===== src/logic/uart_pkg.sv =====
package uart_pkg;

  // Bit period kept short so simulation runs quickly
  localparam int cycles_per_bit = 16;
  localparam int half_bit = cycles_per_bit / 2;
  localparam int data_bits = 8;

  typedef logic [7:0] uart_byte_t;
  typedef logic [31:0] bus_word_t;
  typedef logic [3:0] byte_strobe_t;
  typedef logic [15:0] baud_count_t;
  typedef logic [3:0] bit_index_t;

  typedef enum logic [1:0] {
    tx_idle,
    tx_start,
    tx_data,
    tx_stop
  } tx_state_t;

  typedef enum logic [1:0] {
    rx_idle,
    rx_start,
    rx_data,
    rx_stop
  } rx_state_t;

  // Start is a single-cycle strobe, data is the byte to frame
  typedef struct packed {
    logic start;
    uart_byte_t data;
  } tx_request_t;

  // One pulse per completed frame, good or bad
  typedef struct packed {
    logic valid;
    uart_byte_t data;
    logic frame_error;
  } rx_frame_t;

endpackage


===== src/logic/uart.sv =====
`timescale 1ns/100ps

module uart (
  input logic clock,
  input logic reset,
  input logic uart_valid,
  input uart_pkg::byte_strobe_t uart_wstrb,
  input uart_pkg::bus_word_t uart_wdata,
  output uart_pkg::bus_word_t uart_rdata,
  output logic uart_ready,
  input logic uart_rx,
  output logic uart_tx
);

  uart_pkg::tx_request_t tx_request;
  uart_pkg::rx_frame_t rx_frame;
  logic tx_done;

  uart_bus_port bus_port (
    .clock(clock),
    .reset(reset),
    .uart_valid(uart_valid),
    .uart_wstrb(uart_wstrb),
    .uart_wdata(uart_wdata),
    .uart_rdata(uart_rdata),
    .uart_ready(uart_ready),
    .tx_request(tx_request),
    .tx_done(tx_done),
    .rx_frame(rx_frame)
  );

  uart_transmitter transmitter (
    .clock(clock),
    .reset(reset),
    .tx_request(tx_request),
    .uart_tx(uart_tx),
    .tx_done(tx_done)
  );

  // Receiver runs freely, the bus port decides which frame answers a read
  uart_receiver receiver (
    .clock(clock),
    .reset(reset),
    .uart_rx(uart_rx),
    .rx_frame(rx_frame)
  );

endmodule


===== src/logic/uart_bus_port.sv =====
`timescale 1ns/100ps

module uart_bus_port (
  input logic clock,
  input logic reset,
  input logic uart_valid,
  input uart_pkg::byte_strobe_t uart_wstrb,
  input uart_pkg::bus_word_t uart_wdata,
  output uart_pkg::bus_word_t uart_rdata,
  output logic uart_ready,
  output uart_pkg::tx_request_t tx_request,
  input logic tx_done,
  input uart_pkg::rx_frame_t rx_frame
);

  logic write_active;
  logic read_pending;
  logic bus_idle;
  logic is_write;
  logic write_accept;
  logic read_accept;
  logic read_done;

  // No new request is taken in the ready cycle, the master still holds valid then
  assign bus_idle = !write_active && !read_pending && !uart_ready;
  assign is_write = |uart_wstrb;
  assign write_accept = uart_valid && bus_idle && is_write;
  assign read_accept = uart_valid && bus_idle && !is_write;

  // Frames with a bad stop bit leave the read waiting
  assign read_done = read_pending && rx_frame.valid && !rx_frame.frame_error;

  // Strobe goes out in the accepting cycle so the start bit follows the edge
  assign tx_request = '{start: write_accept, data: uart_wdata[7:0]};

  always_ff @(posedge clock) begin
    if (reset) begin
      write_active <= 1'b0;
    end else if (write_accept) begin
      write_active <= 1'b1;
    end else if (tx_done) begin
      write_active <= 1'b0;
    end
  end

  always_ff @(posedge clock) begin
    if (reset) begin
      read_pending <= 1'b0;
    end else if (read_accept) begin
      read_pending <= 1'b1;
    end else if (read_done) begin
      read_pending <= 1'b0;
    end
  end

  // One ready pulse from either completion
  always_ff @(posedge clock) begin
    if (reset) begin
      uart_ready <= 1'b0;
    end else begin
      uart_ready <= (write_active && tx_done) || read_done;
    end
  end

  // Read data holds until the next read completes
  always_ff @(posedge clock) begin
    if (reset) begin
      uart_rdata <= '0;
    end else if (read_done) begin
      uart_rdata <= uart_pkg::bus_word_t'(rx_frame.data);
    end
  end

endmodule


===== src/logic/uart_receiver.sv =====
`timescale 1ns/100ps

module uart_receiver (
  input logic clock,
  input logic reset,
  input logic uart_rx,
  output uart_pkg::rx_frame_t rx_frame
);

  logic rx_meta;
  logic rx_sync;
  uart_pkg::rx_state_t state;
  uart_pkg::baud_count_t baud_count;
  uart_pkg::bit_index_t bit_index;
  uart_pkg::uart_byte_t shift_reg;
  logic half_end;
  logic bit_end;
  logic last_bit;
  logic frame_valid;
  logic frame_error;
  uart_pkg::uart_byte_t frame_data;

  // Two flops against metastability, idle level is high
  always_ff @(posedge clock) begin
    if (reset) begin
      rx_meta <= 1'b1;
      rx_sync <= 1'b1;
    end else begin
      rx_meta <= uart_rx;
      rx_sync <= rx_meta;
    end
  end

  assign half_end = (baud_count == uart_pkg::baud_count_t'(uart_pkg::half_bit - 1));
  assign bit_end = (baud_count == uart_pkg::baud_count_t'(uart_pkg::cycles_per_bit - 1));
  assign last_bit = (bit_index == uart_pkg::bit_index_t'(uart_pkg::data_bits - 1));

  always_ff @(posedge clock) begin
    if (reset) begin
      state <= uart_pkg::rx_idle;
      baud_count <= '0;
      bit_index <= '0;
      frame_valid <= 1'b0;
      frame_error <= 1'b0;
    end else begin
      frame_valid <= 1'b0;
      case (state)
        uart_pkg::rx_idle: begin
          baud_count <= '0;
          bit_index <= '0;
          if (!rx_sync) begin
            state <= uart_pkg::rx_start;
          end
        end
        uart_pkg::rx_start: begin
          if (half_end) begin
            baud_count <= '0;
            // Line back high at mid-bit means a glitch
            if (rx_sync) begin
              state <= uart_pkg::rx_idle;
            end else begin
              state <= uart_pkg::rx_data;
            end
          end else begin
            baud_count <= baud_count + 1'b1;
          end
        end
        uart_pkg::rx_data: begin
          if (bit_end) begin
            baud_count <= '0;
            if (last_bit) begin
              state <= uart_pkg::rx_stop;
            end else begin
              bit_index <= bit_index + 1'b1;
            end
          end else begin
            baud_count <= baud_count + 1'b1;
          end
        end
        uart_pkg::rx_stop: begin
          if (bit_end) begin
            baud_count <= '0;
            frame_valid <= 1'b1;
            frame_error <= !rx_sync;
            state <= uart_pkg::rx_idle;
          end else begin
            baud_count <= baud_count + 1'b1;
          end
        end
        default: begin
          state <= uart_pkg::rx_idle;
        end
      endcase
    end
  end

  // Data bits arrive LSB first
  always_ff @(posedge clock) begin
    if (state == uart_pkg::rx_data && bit_end) begin
      shift_reg <= {rx_sync, shift_reg[7:1]};
    end
    if (state == uart_pkg::rx_stop && bit_end) begin
      frame_data <= shift_reg;
    end
  end

  assign rx_frame = '{valid: frame_valid, data: frame_data, frame_error: frame_error};

endmodule


===== src/logic/uart_transmitter.sv =====
`timescale 1ns/100ps

module uart_transmitter (
  input logic clock,
  input logic reset,
  input uart_pkg::tx_request_t tx_request,
  output logic uart_tx,
  output logic tx_done
);

  uart_pkg::tx_state_t state;
  uart_pkg::baud_count_t baud_count;
  uart_pkg::bit_index_t bit_index;
  uart_pkg::uart_byte_t shift_reg;
  logic bit_end;
  logic last_bit;

  assign bit_end = (baud_count == uart_pkg::baud_count_t'(uart_pkg::cycles_per_bit - 1));
  assign last_bit = (bit_index == uart_pkg::bit_index_t'(uart_pkg::data_bits - 1));

  always_ff @(posedge clock) begin
    if (reset) begin
      state <= uart_pkg::tx_idle;
      baud_count <= '0;
      bit_index <= '0;
    end else begin
      case (state)
        uart_pkg::tx_idle: begin
          baud_count <= '0;
          bit_index <= '0;
          if (tx_request.start) begin
            state <= uart_pkg::tx_start;
          end
        end
        uart_pkg::tx_start: begin
          if (bit_end) begin
            baud_count <= '0;
            bit_index <= '0;
            state <= uart_pkg::tx_data;
          end else begin
            baud_count <= baud_count + 1'b1;
          end
        end
        uart_pkg::tx_data: begin
          if (bit_end) begin
            baud_count <= '0;
            if (last_bit) begin
              state <= uart_pkg::tx_stop;
            end else begin
              bit_index <= bit_index + 1'b1;
            end
          end else begin
            baud_count <= baud_count + 1'b1;
          end
        end
        uart_pkg::tx_stop: begin
          if (bit_end) begin
            baud_count <= '0;
            state <= uart_pkg::tx_idle;
          end else begin
            baud_count <= baud_count + 1'b1;
          end
        end
        default: begin
          state <= uart_pkg::tx_idle;
        end
      endcase
    end
  end

  // Byte is loaded on the start strobe and shifted out LSB first
  always_ff @(posedge clock) begin
    if (state == uart_pkg::tx_idle && tx_request.start) begin
      shift_reg <= tx_request.data;
    end else if (state == uart_pkg::tx_data && bit_end) begin
      shift_reg <= {1'b0, shift_reg[7:1]};
    end
  end

  always_comb begin
    case (state)
      uart_pkg::tx_start: uart_tx = 1'b0;
      uart_pkg::tx_data: uart_tx = shift_reg[0];
      default: uart_tx = 1'b1;
    endcase
  end

  // Last cycle of the stop bit
  assign tx_done = (state == uart_pkg::tx_stop) && bit_end;

endmodule


===== config.mk =====
export PLATFORM = sky130hd
export DESIGN_NAME = uart
export DESIGN_NICKNAME = d
export VERILOG_FILES = /design/src/logic/uart_pkg.sv /design/src/logic/uart.sv /design/src/logic/uart_bus_port.sv /design/src/logic/uart_receiver.sv /design/src/logic/uart_transmitter.sv
export SDC_FILE = /design/constraint.sdc
export NUM_CORES = 1
export LEC_CHECK = 0
export BUFFER_PORTS_ARGS = -buffer_cell sky130_fd_sc_hd__buf_4
export CAP_MARGIN = 20
export CORE_UTILIZATION = 26
export CTS_BUF_LIST = sky130_fd_sc_hd__clkbuf_8
export DETAILED_ROUTE_END_ITERATION = 10
export GPL_TIMING_DRIVEN = 0
export SYNTH_ARGS = -nofsm -noshare
export SYNTH_HDL_FRONTEND = slang
export SYNTH_SLANG_ARGS = --single-unit

===== constraint.sdc =====
create_clock -name clock -period 2.9 [get_ports clock]
set_input_delay 0.435 -clock clock [delete_from_list [all_inputs] [get_ports clock]]
set_output_delay 0.435 -clock clock [all_outputs]
set_load 0.02 [all_outputs]

==> flow_summary.json <==
{
  "fin_crit_sh": 0.810,
  "whs_ns": 0.269,
  "ant_nets": 0,
  "cts.reportedPaths.clkPinSlew_ns": 0.09,
  "yosys-top-cells-count": "dfxtp_1, nor2_1, nand2_1",
  "clk_latency_ns": 0.37,
  "reg.largest.list": "receiver.baud_count (16), transmitter.baud_count (16)",
  "synth_cells": 372,
  "synth.area.top_cells": "dfxtp_1, edfxtp_1, buf_4",
  "fin_skew_ns": 0.0109,
  "die_y_um": 123,
  "antenna_found_initial": 0,
  "layout.nets": 481,
  "finalMaxSlewViolations": 0,
  "yosys.area.top_type_share": 0.312,
  "io_buffers": 25,
  "final_util": 0.321,
  "grt_pass1_wl_um": 12000,
  "finalSetupTns_ns": 0,
  "gp_congestion": 0.781,
  "cp_data_required_time_ns": 2.97,
  "area_growth_pct": 18.8,
  "slowest_delay_ns": 0.43,
  "multi_input_area_um2": 1690,
  "wl_per_cell_um": 11.3,
  "rsz0062_at_grt": "false",
  "avgSynthCellArea_um2": 10.2,
  "crit_fanout": 10,
  "criticalPathCategory": "reg -> reg",
  "core_um2": 14000,
  "use_met3": 0.0191,
  "drtIter0Drc": 111,
  "layout-drive-gt1-share": 0.201,
  "drc": 0,
  "postCtsHoldBufs": 0,
  "maxSlewHeadroom": 0.556,
  "path_cells": "ha_1 -> and3_1 -> nand4_2 -> clkbuf_1 -> nor3b_1 -> buf_2",
  "async_flop_share": 0,
  "vias": 2787,
  "crit_arrival_ns": 2.42,
  "placementRows": 43,
  "ys_seq_elements": 83,
  "grt_pass1_vias": 2621,
  "cts_made_buffers": 9,
  "ys.flop_type": "dfxtp_1",
  "hpwl_um": 5000,
  "outcome": "finished clean",
  "crit_path_end_kind": "flop",
  "yosys_warnings": 0,
  "netlist_area_um2": 3790,
  "hold_violations": 0,
  "regArea_um2": 1900,
  "leakage_uw": 0.00164,
  "start_util": 0.270,
  "cap_violations": 0,
  "grt_max_degree": 17,
  "cts_resized": 0,
  "nFillCells": 1413,
  "cts.sinks": 83,
  "clockBufferDepth": 2,
  "die_area_um2": 15100,
  "htreeDepth": 3,
  "cts_tree": "built",
  "worst_pin_slew_ns": 0.666,
  "post_cts_buffers": 0,
  "use_met1": 0.124,
  "p_per_area_nw_per_um2": 563,
  "globalRouteOverflowTotal": 0,
  "synth_area_leader_cell": "dfxtp_1",
  "routed_wl_um": 6990,
  "period_needed_ns": 2.35,
  "drtPass1Iterations": 4,
  "slowest_stage": "nor3b_1",
  "peakVddDrop_uv": 188,
  "grt_use_total": 0.102,
  "grt_busiest_layer": "met2",
  "yosysMostFrequentCell": "dfxtp_1",
  "met2_usage": 0.166,
  "io_pins": 74,
  "synth.distinct_cells": 54,
  "synth-edff-count": 24,
  "insertedDiodeCount": 0,
  "yosysSeqAreaShare": 0.502,
  "viasPerCell": 4.52,
  "critPathLaunchType": "flop",
  "hp-class": "in -> reg",
  "die_x_um": 123,
  "cts_root_buf": "clkbuf_8",
  "setup_viol": 0,
  "fmax_ghz": 0.426
}
[stage by stage]
stage               setup WS (ns)  instances  power [uW]  area, um^2
floorplan                   0.661        395        1590        3880
global placement            0.233        600        1670        4290
detailed placement          0.102        600        1680        4290
CTS                         0.103        616        2560        4500
global route                0.340        617        2660        4500
finish                      0.552        617        2540        4500
[logic make-up after synthesis]
logic type,count (synthesis),share of synthesized area
compound gates,35,0.0644
xor+xnor,26,0.0601
fa+ha+maj,9,0.0297
buf+inv,48,0.0746
flops,83,0.502
mux,16,0.0446
other cells,1,0.000989
simple gates,154,0.224
[area by class of cell]
cell class,count,share of cell area
flip-flops and latches,83,0.423
plain buffers,37,0.0537
multi-input cells,264,0.376
inverters,11,0.00917
clock buffers,9,0.0275
clock inverters,7,0.0183
repair buffers,26,0.0428
well taps,180,0.0500
[path summary, 6_finish.rpt]
kind	start	endpoint	slack (ns)	depth (start not counted)
worst max-delay path	receiver.baud_count[0]$_SDFF_PP0_	receiver.shift_reg[6]$_DFFE_PP_	0.55	6
worst min-delay path	uart_rx	receiver.rx_meta$_SDFF_PP1_	0.27	2
worst max register to register	receiver.baud_count[0]$_SDFF_PP0_	receiver.shift_reg[6]$_DFFE_PP_	0.55	6
worst min register to register	receiver.rx_meta$_SDFF_PP1_	receiver.rx_sync$_SDFF_PP1_	0.42	1
[placed cells by master (no fill, tap or decap), types with 10 or more instances in the layout]
| cell type | instances |
|---|---|
| xnor2_1 | 18 |
| nand3_1 | 13 |
| nor4_1 | 10 |
| buf_4 | 49 |
| inv_1 | 11 |
| nand2_1 | 29 |
| conb_1 | 24 |
| nor2_1 | 32 |
| edfxtp_1 | 24 |
| nor3_1 | 24 |
| a21oi_1 | 10 |
| nand4_1 | 10 |
| dfxtp_1 | 59 |
[critical path: cells and delay by family (launching register included)]
family,cells,cell delay [ns]
fa+ha+maj,1,0.22
buf+inv,2,0.55
flops,1,0.36
simple gates,3,0.92
[report_power, final]
group / total (uW) / switching, uW / leakage [uW] / internal (uW)
clock network: 884 / 471 / 0.0000988 / 413
logic: 378 / 211 / 0.000844 / 167
registers: 1270 / 25.9 / 0.000695 / 1250
total: 2540 / 708 / 0.00164 / 1830
[routing by layer]
layer | vias to the layer above | share of wire
li1 | 1417 | -
met3 | 9 | 0.025
met1 | 1322 | 0.46
met5 | - | 0
met4 | 0 | 0.021
met2 | 39 | 0.49
Power figures use the tool's default switching activity.
